==> config.mk <==
export PLATFORM = sky130hd
export DESIGN_NAME = menuTop
export DESIGN_NICKNAME = d
export VERILOG_FILES = /design/src/logic/menuPkg.sv /design/src/logic/vgaBus.sv /design/src/logic/vgaTiming.sv /design/src/logic/screenFsm.sv /design/src/logic/menuRenderer.sv /design/src/logic/cursorOverlay.sv /design/src/logic/menuTop.sv
export VERILOG_INCLUDE_DIRS = /design/src /design/src/include
export SDC_FILE = /design/constraint.sdc
export NUM_CORES = 1
export LEC_CHECK = 0
export ABC_AREA = 1
export BUFFER_PORTS_ARGS = -buffer_cell sky130_fd_sc_hd__buf_2
export CORE_MARGIN = 3
export CORE_UTILIZATION = 55
export CTS_BUF_LIST = sky130_fd_sc_hd__clkbuf_16
export CTS_CLUSTER_DIAMETER = 120
export DETAILED_ROUTE_END_ITERATION = 7
export PLACE_DENSITY = 0.75
export RECOVER_POWER = 50
export SKIP_CTS_REPAIR_TIMING = 1
export SLEW_MARGIN = 30
export SYNTH_ARGS = -nofsm -noshare
export SYNTH_HDL_FRONTEND = slang
export SYNTH_SLANG_ARGS = --single-unit
==> constraint.sdc <==
create_clock -name clk -period 5.45 [get_ports clk]
set_input_delay 0.2725 -clock clk [delete_from_list [all_inputs] [get_ports clk]]
set_output_delay 0.2725 -clock clk [all_outputs]
set_load 0.02 [all_outputs]
==> src/include/menu_settings.svh <==
`ifndef MENU_SETTINGS_SVH
`define MENU_SETTINGS_SVH

// position and counter width
`define COORD_W 12

// 800x600 at 40 MHz, both syncs active high
`define H_ACTIVE 12'd800
`define H_FRONT  12'd40
`define H_SYNC   12'd128
`define H_TOTAL  12'd1056

`define V_ACTIVE 12'd600
`define V_FRONT  12'd1
`define V_SYNC   12'd4
`define V_TOTAL  12'd628

// both buttons share the x range
`define BUTTON_X  12'd300
`define BUTTON_W  12'd200
`define BUTTON_H  12'd60
`define BUTTON_Y1 12'd200
`define BUTTON_Y2 12'd340

`define CURSOR_SIZE 12'd8

`define COLOR_START  12'h036
`define COLOR_GAME   12'h161
`define COLOR_END    12'h511
`define COLOR_BUTTON 12'hcc8
`define COLOR_CURSOR 12'hfff

`endif

==> src/logic/menuPkg.sv <==
`include "menu_settings.svh"

package menuPkg;

    // one-hot screen codes
    typedef enum logic [3:0] {
        startScreen = 4'b0001,
        gameScreen  = 4'b0010,
        endScreen   = 4'b0100
    } screenT;

    // 4 bits per channel, r in the top nibble
    typedef logic [11:0] rgbT;

    // inclusive box test, end point computed one bit wider
    function automatic logic inRect(
        input logic [`COORD_W-1:0] x,
        input logic [`COORD_W-1:0] y,
        input logic [`COORD_W-1:0] x0,
        input logic [`COORD_W-1:0] y0,
        input logic [`COORD_W-1:0] w,
        input logic [`COORD_W-1:0] h
    );
        logic [`COORD_W:0] xEnd;
        logic [`COORD_W:0] yEnd;
        xEnd = {1'b0, x0} + {1'b0, w};
        yEnd = {1'b0, y0} + {1'b0, h};
        return (x >= x0) && ({1'b0, x} <= xEnd) &&
               (y >= y0) && ({1'b0, y} <= yEnd);
    endfunction

endpackage

==> src/logic/vgaBus.sv <==
`timescale 1ns/1ns

`include "menu_settings.svh"

// one pixel in flight between the video stages
interface vgaBus;
    import menuPkg::*;

    logic [`COORD_W-1:0] hcount;
    logic [`COORD_W-1:0] vcount;
    logic                hsync;
    logic                vsync;
    logic                blank;
    rgbT                 rgb;

    modport src (
        output hcount, vcount, hsync, vsync, blank, rgb
    );

    modport sink (
        input hcount, vcount, hsync, vsync, blank, rgb
    );

endinterface

==> src/logic/vgaTiming.sv <==
`timescale 1ns/1ns

`include "menu_settings.svh"

module vgaTiming (
    input logic clk,
    input logic rst,
    vgaBus.src  timingOut
);

    logic [`COORD_W-1:0] hNext;
    logic [`COORD_W-1:0] vNext;

    ////////////////////////////////////////////////////////////
    // counters
    ////////////////////////////////////////////////////////////

    always_comb begin
        hNext = timingOut.hcount + 12'd1;
        vNext = timingOut.vcount;
        if (timingOut.hcount == `H_TOTAL - 12'd1) begin
            hNext = '0;
            if (timingOut.vcount == `V_TOTAL - 12'd1) begin
                vNext = '0;
            end else begin
                vNext = timingOut.vcount + 12'd1;
            end
        end
    end

    // sync and blank decoded from the next count so they line up with it
    always_ff @(posedge clk) begin
        if (rst) begin
            timingOut.hcount <= '0;
            timingOut.vcount <= '0;
            timingOut.hsync  <= 1'b0;
            timingOut.vsync  <= 1'b0;
            timingOut.blank  <= 1'b0;
        end else begin
            timingOut.hcount <= hNext;
            timingOut.vcount <= vNext;
            timingOut.hsync  <= (hNext >= `H_ACTIVE + `H_FRONT) &&
                                (hNext <  `H_ACTIVE + `H_FRONT + `H_SYNC);
            timingOut.vsync  <= (vNext >= `V_ACTIVE + `V_FRONT) &&
                                (vNext <  `V_ACTIVE + `V_FRONT + `V_SYNC);
            timingOut.blank  <= (hNext >= `H_ACTIVE) || (vNext >= `V_ACTIVE);
        end
    end

    // no colour at this stage
    assign timingOut.rgb = '0;

    ////////////////////////////////////////////////////////////
    // checks
    ////////////////////////////////////////////////////////////

    countersInRange: assert property (
        @(posedge clk) disable iff (rst)
        (timingOut.hcount < `H_TOTAL) && (timingOut.vcount < `V_TOTAL)
    ) else $error("vga counter out of range h=%0d v=%0d",
                  timingOut.hcount, timingOut.vcount);

endmodule

==> src/logic/screenFsm.sv <==
`timescale 1ns/1ns

`include "menu_settings.svh"

module screenFsm (
    input  logic                clk,
    input  logic                rst,
    input  logic                mouseLeft,
    input  logic                mouseRight,
    input  logic [`COORD_W-1:0] xpos,
    input  logic [`COORD_W-1:0] ypos,
    output menuPkg::screenT     screen
);

    import menuPkg::*;

    screenT state;
    screenT stateNext;
    logic   hitOne;
    logic   hitTwo;

    // button hits at the mouse position
    assign hitOne = inRect(xpos, ypos, `BUTTON_X, `BUTTON_Y1, `BUTTON_W, `BUTTON_H);
    assign hitTwo = inRect(xpos, ypos, `BUTTON_X, `BUTTON_Y2, `BUTTON_W, `BUTTON_H);

    ////////////////////////////////////////////////////////////
    // screen transitions
    ////////////////////////////////////////////////////////////

    always_comb begin
        stateNext = state;
        case (state)
            startScreen: begin
                if (mouseLeft && (hitOne || hitTwo)) begin
                    stateNext = gameScreen;
                end
            end
            gameScreen: begin
                if (mouseRight) begin
                    stateNext = endScreen;
                end
            end
            endScreen: begin
                // button one back to the menu, button two replays
                if (mouseLeft && hitOne) begin
                    stateNext = startScreen;
                end else if (mouseLeft && hitTwo) begin
                    stateNext = gameScreen;
                end
            end
            default: begin
                stateNext = startScreen;
            end
        endcase
    end

    always_ff @(posedge clk) begin
        if (rst) begin
            state <= startScreen;
        end else begin
            state <= stateNext;
        end
    end

    assign screen = state;

    legalScreen: assert property (
        @(posedge clk) disable iff (rst)
        screen inside {startScreen, gameScreen, endScreen}
    ) else $error("illegal screen code %b", screen);

endmodule

==> src/logic/menuRenderer.sv <==
`timescale 1ns/1ns

`include "menu_settings.svh"

module menuRenderer (
    input logic            clk,
    input logic            rst,
    input menuPkg::screenT screen,
    vgaBus.sink            timingIn,
    vgaBus.src             paintOut
);

    import menuPkg::*;

    logic onButton;
    rgbT  background;
    rgbT  pixel;

    ////////////////////////////////////////////////////////////
    // colour select
    ////////////////////////////////////////////////////////////

    assign onButton =
        inRect(timingIn.hcount, timingIn.vcount,
               `BUTTON_X, `BUTTON_Y1, `BUTTON_W, `BUTTON_H) ||
        inRect(timingIn.hcount, timingIn.vcount,
               `BUTTON_X, `BUTTON_Y2, `BUTTON_W, `BUTTON_H);

    always_comb begin
        case (screen)
            startScreen: background = `COLOR_START;
            gameScreen:  background = `COLOR_GAME;
            endScreen:   background = `COLOR_END;
            default:     background = `COLOR_START;
        endcase
    end

    // buttons only on the menu screens
    always_comb begin
        if (timingIn.blank) begin
            pixel = '0;
        end else if (screen != gameScreen && onButton) begin
            pixel = `COLOR_BUTTON;
        end else begin
            pixel = background;
        end
    end

    ////////////////////////////////////////////////////////////
    // stage register
    ////////////////////////////////////////////////////////////

    always_ff @(posedge clk) begin
        if (rst) begin
            paintOut.hsync <= 1'b0;
            paintOut.vsync <= 1'b0;
            // blank until the first real pixel arrives
            paintOut.blank <= 1'b1;
            paintOut.rgb   <= '0;
        end else begin
            paintOut.hsync <= timingIn.hsync;
            paintOut.vsync <= timingIn.vsync;
            paintOut.blank <= timingIn.blank;
            paintOut.rgb   <= pixel;
        end
    end

    // position travels along for the cursor stage
    always_ff @(posedge clk) begin
        paintOut.hcount <= timingIn.hcount;
        paintOut.vcount <= timingIn.vcount;
    end

    blankIsBlack: assert property (
        @(posedge clk) disable iff (rst)
        paintOut.blank |-> (paintOut.rgb == '0)
    ) else $error("colour %h painted during blank", paintOut.rgb);

endmodule

==> src/logic/cursorOverlay.sv <==
`timescale 1ns/1ns

`include "menu_settings.svh"

module cursorOverlay (
    input  logic                clk,
    input  logic                rst,
    input  logic [`COORD_W-1:0] xpos,
    input  logic [`COORD_W-1:0] ypos,
    vgaBus.sink                 paintIn,
    output logic                hsync,
    output logic                vsync,
    output menuPkg::rgbT        rgb
);

    import menuPkg::*;

    logic onCursor;
    rgbT  pixel;

    // square with its top left corner at the mouse position
    assign onCursor = inRect(paintIn.hcount, paintIn.vcount, xpos, ypos,
                             `CURSOR_SIZE - 12'd1, `CURSOR_SIZE - 12'd1);

    always_comb begin
        if (paintIn.blank) begin
            pixel = '0;
        end else if (onCursor) begin
            pixel = `COLOR_CURSOR;
        end else begin
            pixel = paintIn.rgb;
        end
    end

    ////////////////////////////////////////////////////////////
    // output register
    ////////////////////////////////////////////////////////////

    always_ff @(posedge clk) begin
        if (rst) begin
            hsync <= 1'b0;
            vsync <= 1'b0;
            rgb   <= '0;
        end else begin
            hsync <= paintIn.hsync;
            vsync <= paintIn.vsync;
            rgb   <= pixel;
        end
    end

endmodule

==> src/logic/menuTop.sv <==
`timescale 1ns/1ns

module menuTop (
    input  logic        clk,
    input  logic        rst,
    input  logic        mouseLeft,
    input  logic        mouseRight,
    input  logic [11:0] xpos,
    input  logic [11:0] ypos,
    output logic        hsync,
    output logic        vsync,
    output logic [11:0] rgb,
    output logic [3:0]  screen
);

    import menuPkg::*;

    screenT screenState;

    vgaBus timingBus ();
    vgaBus paintBus ();

    vgaTiming uTiming (
        .clk       (clk),
        .rst       (rst),
        .timingOut (timingBus.src)
    );

    screenFsm uFsm (
        .clk        (clk),
        .rst        (rst),
        .mouseLeft  (mouseLeft),
        .mouseRight (mouseRight),
        .xpos       (xpos),
        .ypos       (ypos),
        .screen     (screenState)
    );

    // two pixel stages, background first then cursor
    menuRenderer uRenderer (
        .clk      (clk),
        .rst      (rst),
        .screen   (screenState),
        .timingIn (timingBus.sink),
        .paintOut (paintBus.src)
    );

    cursorOverlay uCursor (
        .clk     (clk),
        .rst     (rst),
        .xpos    (xpos),
        .ypos    (ypos),
        .paintIn (paintBus.sink),
        .hsync   (hsync),
        .vsync   (vsync),
        .rgb     (rgb)
    );

    assign screen = screenState;

endmodule

== Word level (Yosys, flattened, before mapping) ==
Cells that the tools add are included.

* Flip-flop bits (word level): 84
* Logic and storage cells: 88

* Muxes and demuxes: 11
* Add/subtract/negate cells: 4
* Reductions and logical operators: 26
* Equality and inequality tests: 9
* Magnitude comparators: 22

{| class="wikitable"
|+ Operator list
! cell !! count
|-
| 12-bit by 9-bit less-or-equal comparator with 1-bit output, second input constant || 6
|-
| 12-bit 2-to-1 mux || 5
|-
| 12-bit by 10-bit >= comparator with 1-bit output, second input constant || 4
|-
| 12-bit by 9-bit >= comparator with 1-bit output, second input constant || 4
|-
| 12-bit by 3-bit adder with 13-bit output, second input constant || 2
|-
| 12-bit by 13-bit less-or-equal comparator with 1-bit output || 2
|-
| 12-bit by 1-bit adder with 12-bit output, second input constant || 2
|-
| 12-bit >= comparator || 2
|-
| 12-bit by 8-bit >= comparator with 1-bit output, second input constant || 2
|-
| 12-bit by 10-bit < comparator with 1-bit output, second input constant || 2
|-
| 11-bit one-hot mux with 2 select lines || 1
|-
| 1-bit logical AND || 19
|-
| 4-bit 2-to-1 mux || 4
|-
| 12-bit by 10-bit == test with 1-bit output, second input constant || 1
|-
| 12-bit by 11-bit == test with 1-bit output, second input constant || 1
|-
| 4-bit one-hot mux with 3 select lines || 1
|-
| 4-bit by 1-bit == test with 1-bit output, second input constant || 1
|-
| 4-bit by 2-bit == test with 1-bit output, second input constant || 1
|-
| 4-bit by 3-bit == test with 1-bit output, second input constant || 1
|-
| 4-bit by 2-bit inequality test with 1-bit output, second input constant || 1
|-
| 2-bit OR reduction || 2
|-
| 1-bit logical OR || 3
|-
| 3-bit by 1-bit inequality test with 1-bit output, second input constant || 1
|-
| 3-bit AND reduction || 1
|-
| other kinds (3) || 3
|}

== Logic depth before layout (Yosys ltp) ==
Gate-level depths: netlist of the first run.

* Depth after elaboration: 8
* Mapped depth: 17
* Gate-level depth less buffers: 17

== By module ==
Synthesis of the first run repeated with hierarchy kept, for this count alone.

* Cell total of the unflattened synthesis: 837
* Area, all modules: 5575.3 um^2

{| class="wikitable"
|+ Modules (own cells, without submodules)
! module !! cells an instance !! sequential area each (um^2) !! area each (um^2) !! instances
|-
| cursorOverlay || 328 || 280.3 || 2172.1 || 1
|-
| vgaTiming || 267 || 540.5 || 1751.7 || 1
|-
| menuRenderer || 115 || 680.7 || 1051.0 || 1
|-
| screenFsm || 127 || 60.1 || 600.6 || 1
|}

== Worst setup path before layout of the first run ==
OpenSTA, ideal clock, no wires.

* Path type: input-to-reg
* Start point: input ypos[0]
* End point: register uCursor.rgb[10]
* Setup time: 0.062 ns
* Setup slack: 3.210 ns
* Data required time: 5.388 ns
* Data arrival time: 2.178 ns
* Stages: 13
* Path through: inv_1 > ha_1 > a21oi_2 > nand3_1 > nor3_1 > xor2_1 > ha_1 > nand4_1 > nor4b_1 > inv_1 > nand2_1 > nand4_2 > nand2_1

* Cells in the longest elaborated chain, start to end: 4
* Elaborated cells between the ends (all ways): 6

{| class="wikitable"
|+ Ends and longest elaborated chain
! element !! RTL line !! text
|-
| start: declaration || menuTop.sv:9 || <nowiki>input logic [11:0] ypos,</nowiki>
|-
| 12-bit by 3-bit adder with 13-bit output or 12-bit >= comparator (tied branches) || menuPkg.sv:27, menuPkg.sv:29 ||
|-
| 12-bit by 13-bit less-or-equal comparator with 1-bit output or 1-bit logical AND (tied branches) || menuPkg.sv:29, menuPkg.sv:28 ||
|-
| 1-bit logical AND * || menuPkg.sv:29 || <nowiki>(y >= y0) && ({1'b0, y} <= yEnd);</nowiki>
|-
| 12-bit 2-to-1 mux * || cursorOverlay.sv:28 || <nowiki>end else if (onCursor) begin</nowiki>
|-
| end signal: assignment || cursorOverlay.sv:47 || <nowiki>rgb <= pixel;</nowiki>
|-
| end: declaration || cursorOverlay.sv:13 || <nowiki>output menuPkg::rgbT rgb</nowiki>
|}

Mark *: on every way between the ends. The rest lies on a longest branch, timed or not.
A chain may end at the register's enable or synchronous reset.

== Worst setup path after layout of the first run ==
* Start point: input ypos[0]
* End point: register uCursor.rgb[6]

The elaborated chain is that of the path after synthesis.

==> results of run 1 <==
-- state kept, by name, summed over array words and instances, names as in the netlist, 3 cells and up --
register	flops
uTiming.timingOut.hcount	12
uRenderer.paintOut.hcount	12
uRenderer.paintOut.vcount	12
uTiming.timingOut.vcount	12
uFsm.screen	3
uCursor.rgb	8
uRenderer.paintOut.rgb	7
-- final cells by class --
cell class	instances	area, um^2	area share [%]
well taps	105	131.4	2.400
clock buffers	9	225.2	4.114
inverters	90	337.8	6.171
multi-input cells	540	3027	55.29
clock inverters	7	70.07	1.280
flip-flops and latches	74	1481	27.06
repair buffers	44	201.4	3.680
-- report_power, final --
part	internal, mW	leakage (nW)	switching [mW]
combinational	0.0683	1.89	0.127
sequential	0.560	0.599	0.0150
clock	0.353	0.145	0.221
total	0.981	2.63	0.364
-- metal layers --
metal  track usage (%)  vias to the layer above
met5                 0                        -
li1                  -                     2427
met2             38.99                      143
met4             8.912                        0
met1             33.02                     2091
met3             5.536                       24
-- Yosys cell counts (all sizes together) --
master | n | share of area [%]
nand2 | 175 | 14
nor2 | 119 | 11
inv | 88 | 6.7
dfxtp | 74 | 30
ha | 54 | 14
nand3 | 46 | 4.9
a21oi | 32 | 3.3
nand4 | 32 | 4.2
xor2 | 22 | 3.9
nor3 | 18 | 1.8
o21ai | 18 | 1.8
buf | 9 | 1.1
nand3b | 4 | 0.61
a31oi | 2 | 0.25
clkbuf | 2 | 0.15
clkinv | 2 | 0.15
nor3b | 2 | 0.31
o21a | 2 | 0.31
o31ai | 2 | 0.31
xnor2 | 2 | 0.36
a211oi | 1 | 0.15
a31o | 1 | 0.18
a41oi | 1 | 0.18
conb | 1 | 0.076
nor4 | 1 | 0.13
nor4b | 1 | 0.18
o2111ai | 1 | 0.18
o211ai | 1 | 0.15
o221ai | 1 | 0.18
o22ai | 1 | 0.13
-- cells in the final DEF, fill, tap and decap left out, types with 3 or more instances in the layout --
cell type | synthesis | final
sky130_fd_sc_hd__dfxtp_1 | 74 | 74
sky130_fd_sc_hd__nand3_1 | 44 | 44
sky130_fd_sc_hd__nor2_1 | 104 | 104
sky130_fd_sc_hd__nand4_1 | 31 | 31
sky130_fd_sc_hd__clkinv_2 | 0 | 3
sky130_fd_sc_hd__buf_2 | 3 | 29
sky130_fd_sc_hd__inv_1 | 85 | 85
sky130_fd_sc_hd__xor2_1 | 22 | 22
sky130_fd_sc_hd__inv_2 | 3 | 3
sky130_fd_sc_hd__nor3_1 | 18 | 18
sky130_fd_sc_hd__clkbuf_16 | 0 | 9
sky130_fd_sc_hd__o21ai_0 | 14 | 14
sky130_fd_sc_hd__nand3b_1 | 4 | 4
sky130_fd_sc_hd__nand2_1 | 170 | 170
sky130_fd_sc_hd__clkbuf_1 | 2 | 15
sky130_fd_sc_hd__a21oi_1 | 31 | 31
sky130_fd_sc_hd__nand2_2 | 5 | 5
sky130_fd_sc_hd__ha_1 | 54 | 54
sky130_fd_sc_hd__nor2_4 | 4 | 4
sky130_fd_sc_hd__o21ai_1 | 4 | 4
sky130_fd_sc_hd__nor2_2 | 10 | 10
-- worst register-to-register path, stage by stage, from the launching register on --
cell and delay (ns):
sky130_fd_sc_hd__dfxtp_1 0.51, sky130_fd_sc_hd__ha_1 0.32, sky130_fd_sc_hd__inv_1 0.11, sky130_fd_sc_hd__nor2_2 0.24
sky130_fd_sc_hd__nand3_1 0.11, sky130_fd_sc_hd__nand2_1 0.12, sky130_fd_sc_hd__nor2_4 0.04, sky130_fd_sc_hd__nor2_4 0.11
sky130_fd_sc_hd__o21ai_0 0.10, sky130_fd_sc_hd__inv_1 0.07, sky130_fd_sc_hd__nand2_2 0.06, sky130_fd_sc_hd__nor2_1 0.11
sky130_fd_sc_hd__nor2_1 0.05
-- per-stage QoR --
stage	total power [mW]	hold slack [ns]	area, um^2
3_3_place_gp	0.7735	0.3606	5197
3_5_place_dp	0.7808	0.3752	5197
6_report	1.345	0.2047	5474
4_1_cts	1.352	0.2025	5493
2_1_floorplan	0.7242	0.3509	4910
5_1_grt	1.407	0.2235	5474
-- kinds of logic (layout without fill, tap and decap cells) --
family / after synthesis / in the layout / share of synthesized area (%)
simple gates: 398 / 398 / 36.34
buf+inv: 101 / 150 / 8.181
flops: 74 / 74 / 30.17
compound gates: 63 / 63 / 7.187
fa+ha+maj: 54 / 54 / 13.76
xor+xnor: 24 / 24 / 4.281
other cells: 1 / 1 / 0.07638
-- final timing paths --
path                                startpoint                            end  slack [ns]  cells after the start
setup / recovery                       ypos[0]                 uCursor.rgb[6]        3.14                     14
hold / removal                      mouseRight                 uFsm.screen[2]        0.20                      3
setup reg to reg   uTiming.timingOut.vcount[0]        uTiming.timingOut.blank        3.34                     12
hold reg to reg   uTiming.timingOut.hcount[11]  uRenderer.paintOut.hcount[11]        0.38                      0
==> reports/summary.json, run 1 <==
{
  "crit_path_start_kind": "primary input",
  "average_cell_area_after_synthesis_um2": 6.867,
  "dieWidth_um": 100.5,
  "initial_standard_cell_utilization_of_the_core_pct": 58.29,
  "synth.yosys.warnings": 0,
  "antenna_found_initial": 0,
  "clock_tree_from_tritoncts": "yes",
  "grt_start_max_net_pins": 33,
  "rows": 33,
  "clk_path_buf_depth": 2,
  "ioPinCount": 46,
  "cp.arrival_ns": 2.58,
  "status": "complete, no violations",
  "routed_via_density": 5.391,
  "max-cap-violations": 0,
  "detail-route-antenna-nets": 0,
  "cts_buffers": 9,
  "rsz0062_at_grt": "false",
  "die_h_um": 100.5,
  "min_period_over_period_pct": 42.41,
  "clock_transition_at_the_registers_of_the_reported_paths_ns": 0.06,
  "cp.required_ns": 5.72,
  "power.density_nw_per_um2": 245.7,
  "synth-seq-area-share_pct": 30.17,
  "nets": 841,
  "drt-wirelength-per-cell_um": 13.46,
  "clock_latency_of_the_later_clocked_register_in_the_worst_skew_pair_ns": 0.33,
  "top_layer_used": "met4",
  "timing.final.ws_setup_ns": 3.139,
  "nFillCells": 762,
  "place.detailed.instances": 853,
  "synth_area_um2": 4910,
  "finalWeightedCongestion": 0.9776,
  "endpoint_kind": "flip-flop",
  "core-area_um2": 8423,
  "dp_hpwl_um": 9454,
  "grt_util_all_layers_pct": 24.66,
  "worst_path_buf_inv": 3,
  "cts_sinks": 74,
  "synthesis.nets": 797,
  "portBuffers": 44,
  "route.met2.wl_um": 5061,
  "fin_cells": 869,
  "place_ws_ns": 2.795,
  "vias_in_the_first_global_route": 4385,
  "first_pass_grt_wire_length_um": 20010,
  "irDropWorstVdd_mv": 0.2433,
  "slowest_delay_ns": 0.33,
  "route.vias.total": 4685,
  "yosys_register_bits": 74,
  "maxClockFrequency_ghz": 0.4326,
  "path_cells": "buf_2, inv_1, ha_1, a21oi_2, nand3_1, nor3_1, xor2_1, ha_1, nand4_1, nor4b_1, inv_1, nand2_1, nand4_2, nand2_1",
  "drt-total-wl_um": 11700,
  "drt-pass1-iter-count": 5,
  "setup.worst_path.class": "in -> reg",
  "cell_with_the_largest_stage_delay_on_the_worst_path": "sky130_fd_sc_hd__ha_1",
  "met1Wirelength_um": 5564,
  "areaGrowthSynthToFinish_pct": 11.49,
  "die-area_um2": 10100,
  "maximum_net_fanout_on_the_critical_path": 8,
  "setup_viol": 0,
  "diodes": 0,
  "worst_hold_path_type": "in -> reg",
  "cts_root_buffer": "sky130_fd_sc_hd__clkbuf_16",
  "drt_drc_violations_left": 0,
  "wl_met3_um": 779,
  "totalNegativeSetupSlack_ns": 0,
  "critical_path.top_delay_family": "simple AND/OR/NAND/NOR gates",
  "period_needed_ns": 2.311,
  "netlist-cell-type-count": 41,
  "static-leakage-power_nw": 2.632,
  "postSynthCellCount": 715,
  "drt_iter0_markers": 281,
  "finalMaxSlewViolations": 0,
  "final_hold_viol_count": 0,
  "postLayoutCoreUtil_pct": 64.99,
  "htreeDepth": 3,
  "grt_remaining_overflow": 0,
  "worst-slew-pin-transition_ns": 1.368,
  "max_slew_margin_pct": 8.818,
  "post_route_cells_drive_above_1_share_pct": 9.555,
  "skew_ns": 0.005855
}
Note: power is estimated with default switching activity, not from simulation.
==> run 2, diff against run 1 <==
CORE_UTILIZATION = 54   (was 55)
PLACE_DENSITY = 0.77   (was 0.75)
clock period = 2.1 ns   (was 5.45 ns; I/O delays follow)
==> run 2 against run 1 <==
Net effect: clock-buffer cell count unchanged; non-clock buffer count up 35; clock power rose to 2.7 times the previous value; global-route usage down 0.75 points; sequential power rose to 2.6 times the previous value; first-iteration DRC count down 4.3%; power rose to 2.7 times the previous value; largest cell class unchanged.
==> reports/summary.json, run 2 (same netlist as run 1, synthesis figures left out) <==
{
  "die-area_um2": 10270,
  "nets": 876,
  "dieWidth_um": 101.4,
  "share_clk_of_total_power_pct": 43.3,
  "maximum_net_fanout_on_the_critical_path": 8,
  "power.switching_mw": 0.9842,
  "grt_start_max_net_pins": 32,
  "route.vias.total": 4815,
  "drt_iter0_markers": 269,
  "drt_drc_violations_left": 0,
  "power.switching_fraction_pct": 27.42,
  "irDropWorstVdd_mv": 0.4272,
  "clock_tree_from_tritoncts": "yes",
  "htreeDepth": 3,
  "drt-total-wl_um": 11910,
  "worst_hold_path_type": "in -> reg",
  "cp.required_ns": 2.38,
  "cts_root_buffer": "sky130_fd_sc_hd__clkbuf_16",
  "routed_via_density": 5.309,
  "setup_viol": 0,
  "die_h_um": 101.4,
  "clk_path_buf_depth": 2,
  "place.detailed.instances": 890,
  "first_pass_grt_wire_length_um": 19890,
  "period_needed_ns": 1.955,
  "design_power_total_mw": 3.589,
  "antenna_found_initial": 0,
  "comb_power_share_pct": 15.2,
  "power.density_nw_per_um2": 620.5,
  "setup.worst_path.class": "in -> reg",
  "final_cell_mix": "sky130_fd_sc_hd__nand2_1, sky130_fd_sc_hd__nor2_1, sky130_fd_sc_hd__inv_1, sky130_fd_sc_hd__dfxtp_1, sky130_fd_sc_hd__ha_1",
  "cp.arrival_ns": 2.23,
  "layout.cells.most_common": "sky130_fd_sc_hd__nand2_1",
  "final_hold_viol_count": 0,
  "dp_hpwl_um": 9640,
  "endpoint_kind": "flip-flop",
  "hold_ws_ns": 0.03384,
  "static-leakage-power_nw": 2.763,
  "grt_remaining_overflow": 0,
  "status": "complete, no violations",
  "grt_util_all_layers_pct": 23.91,
  "place_area_um2": 5456,
  "crit_path_start_kind": "primary input",
  "finalMaxSlewViolations": 0,
  "cts_buffers": 9,
  "totalNegativeSetupSlack_ns": 0,
  "areaGrowthSynthToFinish_pct": 17.81,
  "diodes": 0,
  "power_frac_seq_pct": 41.5,
  "min_period_over_period_pct": 93.08,
  "core-area_um2": 8763,
  "timing.final.ws_setup_ns": 0.1453,
  "cts_sinks": 74,
  "maxClockFrequency_ghz": 0.5116,
  "finalWeightedCongestion": 0.9654,
  "internal_portion_of_total_power_mw": 2.605,
  "skew_ns": 0.005512,
  "rows": 34,
  "drt-pass1-iter-count": 5,
  "clock_transition_at_the_registers_of_the_reported_paths_ns": 0.06,
  "post_route_cells_drive_above_1_share_pct": 14.39,
  "portBuffers": 44,
  "nFillCells": 785,
  "initial_standard_cell_utilization_of_the_core_pct": 56.03,
  "place_ws_ns": -0.2654,
  "fin_cells": 907,
  "detail-route-antenna-nets": 0,
  "design_area_um2": 5784,
  "postLayoutCoreUtil_pct": 66.01,
  "vias_in_the_first_global_route": 4383,
  "ioPinCount": 46,
  "drt-wirelength-per-cell_um": 13.13,
  "clock_latency_of_the_later_clocked_register_in_the_worst_skew_pair_ns": 0.34,
  "timing.reg2reg.setup_slack_ns": 0.15,
  "max-cap-violations": 0
}
run 2: cell count changes in the layout (fill, tap and decap cells not counted), moves of 2 or more:
cell | previous run | this run
sky130_fd_sc_hd__nand2_1 | 170 | 167
sky130_fd_sc_hd__nand2_2 | 5 | 8
sky130_fd_sc_hd__inv_6 | 0 | 3
sky130_fd_sc_hd__clkinv_4 | 2 | 0
sky130_fd_sc_hd__buf_4 | 0 | 33
sky130_fd_sc_hd__clkinv_2 | 3 | 0
sky130_fd_sc_hd__ha_1 | 54 | 52
sky130_fd_sc_hd__clkbuf_1 | 15 | 17
sky130_fd_sc_hd__ha_2 | 0 | 2
run 2: final cells by class:
| type | instances | area (um^2) | area share [%] |
|---|---|---|---|
| clock buffers | 9 | 225.2 | 3.894 |
| clock inverters | 7 | 82.58 | 1.428 |
| inverters | 90 | 337.8 | 5.840 |
| multi-input cells | 540 | 3065 | 53.00 |
| flip-flops and latches | 74 | 1481 | 25.61 |
| well taps | 108 | 135.1 | 2.336 |
| repair buffers | 79 | 456.7 | 7.895 |
run 2: final timing paths:
check | startpoint | endpoint | depth (start not counted)
min reg2reg | uTiming.timingOut.hcount[11] | uRenderer.paintOut.hcount[11] | 0
max | xpos[0] | uCursor.rgb[10] | 18
max reg2reg | uTiming.timingOut.hcount[1] | uTiming.timingOut.blank | 12
min | mouseRight | uFsm.screen[2] | 3
run 2: critical path: stages:
cell                      delay (ns)
sky130_fd_sc_hd__buf_2          0.09
sky130_fd_sc_hd__inv_1          0.06
sky130_fd_sc_hd__ha_1           0.22
sky130_fd_sc_hd__inv_1          0.06
sky130_fd_sc_hd__nor2_1         0.05
sky130_fd_sc_hd__nor2_2         0.21
sky130_fd_sc_hd__nand3_1        0.12
sky130_fd_sc_hd__xor2_1         0.17
sky130_fd_sc_hd__ha_1           0.31
sky130_fd_sc_hd__a21oi_2        0.14
sky130_fd_sc_hd__o21ai_0        0.08
sky130_fd_sc_hd__nor2_1         0.10
sky130_fd_sc_hd__nor2_1         0.05
sky130_fd_sc_hd__nor2_1         0.08
sky130_fd_sc_hd__nand2_1        0.06
sky130_fd_sc_hd__nand2_2        0.10
sky130_fd_sc_hd__nand4_4        0.14
sky130_fd_sc_hd__nand2_1        0.10
run 2: power by group through the flow:
stage / Clock (mW) / Combinational [mW] / Sequential, mW
6_report: 1.55 / 0.546 / 1.49
5_1_grt: 1.64 / 0.630 / 1.49
4_1_cts: 1.58 / 0.546 / 1.49
3_5_place_dp: 0 / 0.543 / 1.52
3_3_place_gp: 0 / 0.528 / 1.52
2_1_floorplan: 0 / 0.336 / 1.54
run 2: layer usage:
metal | share of wire, % | vias up | GRT usage [%] | routed length, um
li1 | - | 2501 | - | -
met5 | 0 | - | 0 | 0
met2 | 46 | 134 | 39.79 | 5533
met4 | 1.0 | 0 | 5.010 | 125
met1 | 47 | 2164 | 32.43 | 5594
met3 | 5.5 | 16 | 4.408 | 653
==> run 3, diff against run 2 <==
PLACE_DENSITY = 0.8   (was 0.77)
==> run 3 against run 2 <==
Net effect: final area rose by 0.13%; register-to-register slack better by 0.05 ns; non-clock buffer count did not move; first-iteration DRC count shrank 16%; clock skew rose by 0.0051 ns; worst setup slack better by 0.0052 ns; flip-flop and latch count unchanged; via count rose by 1.6%; clock-buffer cell count is the same; sequential power is essentially flat; wire length grew 3.0%; critical endpoint is now uCursor.rgb[5]; highest routed layer unchanged.
==> reports/summary.json, run 3 (same netlist as run 1, synthesis figures left out) <==
{
  "status": "complete, no violations",
  "drt-wirelength-per-cell_um": 13.52,
  "min_period_over_period_pct": 92.83,
  "worstHoldStart": "mouseRight",
  "clk_path_buf_depth": 2,
  "worst_hold_path_type": "in -> reg",
  "detail-route-antenna-nets": 0,
  "max-cap-violations": 0,
  "place_area_um2": 5441,
  "grt_remaining_overflow": 0,
  "nets": 876,
  "maxClockFrequency_ghz": 0.5130,
  "power.density_nw_per_um2": 598.3,
  "final_cell_mix": "sky130_fd_sc_hd__nand2_1, sky130_fd_sc_hd__nor2_1, sky130_fd_sc_hd__inv_1, sky130_fd_sc_hd__dfxtp_1, sky130_fd_sc_hd__ha_1",
  "setup_viol": 0,
  "timing.reg2reg.setup_slack_ns": 0.20,
  "drt_drc_violations_left": 0,
  "finalWeightedCongestion": 0.9785,
  "max_slew_margin_pct": 66.02,
  "rows": 34,
  "worst-slew-pin-transition_ns": 0.5079,
  "whs_path_depth": 3,
  "min_delay_worst_endpoint": "uFsm.screen[2]",
  "cts_buffers": 9,
  "dieWidth_um": 101.4,
  "antenna_found_initial": 0,
  "finalMaxSlewViolations": 0,
  "irDropWorstVdd_mv": 0.5884,
  "portBuffers": 44,
  "crit_path_start_kind": "primary input",
  "reg2regPathDepth": 12,
  "clock_tree_from_tritoncts": "yes",
  "final_hold_viol_count": 0,
  "totalNegativeSetupSlack_ns": 0,
  "beginning_of_the_worst_register_to_register_path": "uTiming.timingOut.hcount[1]",
  "clock_latency_of_the_later_clocked_register_in_the_worst_skew_pair_ns": 0.33,
  "static-leakage-power_nw": 2.744,
  "maximum_net_fanout_on_the_critical_path": 8,
  "postLayoutCoreUtil_pct": 66.09,
  "grt_start_max_net_pins": 32,
  "drt_iter0_markers": 227,
  "period_needed_ns": 1.949,
  "initial_standard_cell_utilization_of_the_core_pct": 56.03,
  "cp.arrival_ns": 2.16,
  "clock_transition_at_the_registers_of_the_reported_paths_ns": 0.06,
  "setup.worst_path.class": "in -> reg",
  "dp_hpwl_um": 9867,
  "htreeDepth": 3,
  "place.detailed.instances": 888,
  "design_area_um2": 5792,
  "fin_cells": 907,
  "cts_root_buffer": "sky130_fd_sc_hd__clkbuf_16",
  "vias_in_the_first_global_route": 4535,
  "ioPinCount": 46,
  "cp.required_ns": 2.31,
  "r2r_end": "uTiming.timingOut.blank",
  "first_pass_grt_wire_length_um": 20060,
  "endpoint_kind": "flip-flop",
  "drt-total-wl_um": 12260,
  "cts_sinks": 74,
  "die_h_um": 101.4,
  "die-area_um2": 10270,
  "core-area_um2": 8763,
  "layout.cells.most_common": "sky130_fd_sc_hd__nand2_1",
  "grt_util_all_layers_pct": 24.17,
  "drt-pass1-iter-count": 5,
  "diodes": 0,
  "routed_via_density": 5.393,
  "skew_ns": 0.01057,
  "post_route_cells_drive_above_1_share_pct": 15.14,
  "areaGrowthSynthToFinish_pct": 17.97,
  "design_power_total_mw": 3.465,
  "route.vias.total": 4891
}
run 3: metal layers:
| metal | track usage (%) | routed length, um | vias up |
|---|---|---|---|
| li1 | - | - | 2489 |
| met1 | 31.64 | 5668 | 2224 |
| met2 | 40.74 | 5762 | 154 |
| met3 | 3.857 | 601 | 24 |
| met4 | 7.771 | 231 | 0 |
| met5 | 0 | 0 | - |
run 3: worst max-delay path by stage:
stage | start | endpoint | slack (ns) | cells past startpoint
after floorplan | ypos[0] | uCursor.rgb[10] | 0.03 | 13
after global placement | ypos[0] | uCursor.rgb[8] | -0.14 | 14
after detailed placement | xpos[0] | uCursor.rgb[7] | -0.28 | 18
after CTS | xpos[0] | uCursor.rgb[5] | 0.07 | 18
after global routing | ypos[0] | uCursor.rgb[5] | -0.03 | 14
final | ypos[0] | uCursor.rgb[5] | 0.15 | 16
run 3: layout make-up:
cell class	instances	area [um^2]
Multi-Input combinational cell	540	3100
Fill cell	793	2972
Sequential cell	74	1481
Timing Repair Buffer	79	452.9
Inverter	90	337.8
Clock buffer	9	225.2
Tap cell	108	135.1
Clock inverter	7	58.81
run 3: metrics by stage:
| stage | hold WS (ns) | setup WS [ns] |
|---|---|---|
| finish | 0.03710 | 0.1505 |
| global route | 0.04693 | -0.02732 |
| CTS | 0.02919 | 0.07065 |
| detailed placement | 0.3684 | -0.2782 |
| global placement | 0.3665 | -0.1447 |
| floorplan | 0.1877 | 0.02706 |
run 3: where the power goes:
| group | switching, mW | total [mW] | internal (mW) |
|---|---|---|---|
| sequential | 0.0355 | 1.49 | 1.45 |
| clock | 0.603 | 1.42 | 0.817 |
| combinational | 0.340 | 0.557 | 0.217 |
run 3: worst max-delay path: stages:
cell	delay, ns
sky130_fd_sc_hd__buf_2	0.09
sky130_fd_sc_hd__inv_1	0.07
sky130_fd_sc_hd__ha_2	0.20
sky130_fd_sc_hd__a21oi_2	0.16
sky130_fd_sc_hd__nand3_2	0.12
sky130_fd_sc_hd__buf_4	0.15
sky130_fd_sc_hd__xor2_1	0.13
sky130_fd_sc_hd__ha_1	0.33
sky130_fd_sc_hd__buf_4	0.12
sky130_fd_sc_hd__nand2_1	0.05
sky130_fd_sc_hd__nor3_1	0.17
sky130_fd_sc_hd__nand3_1	0.10
sky130_fd_sc_hd__nand2_1	0.09
sky130_fd_sc_hd__nand2_2	0.06
sky130_fd_sc_hd__nand4_4	0.14
sky130_fd_sc_hd__nand2_1	0.08
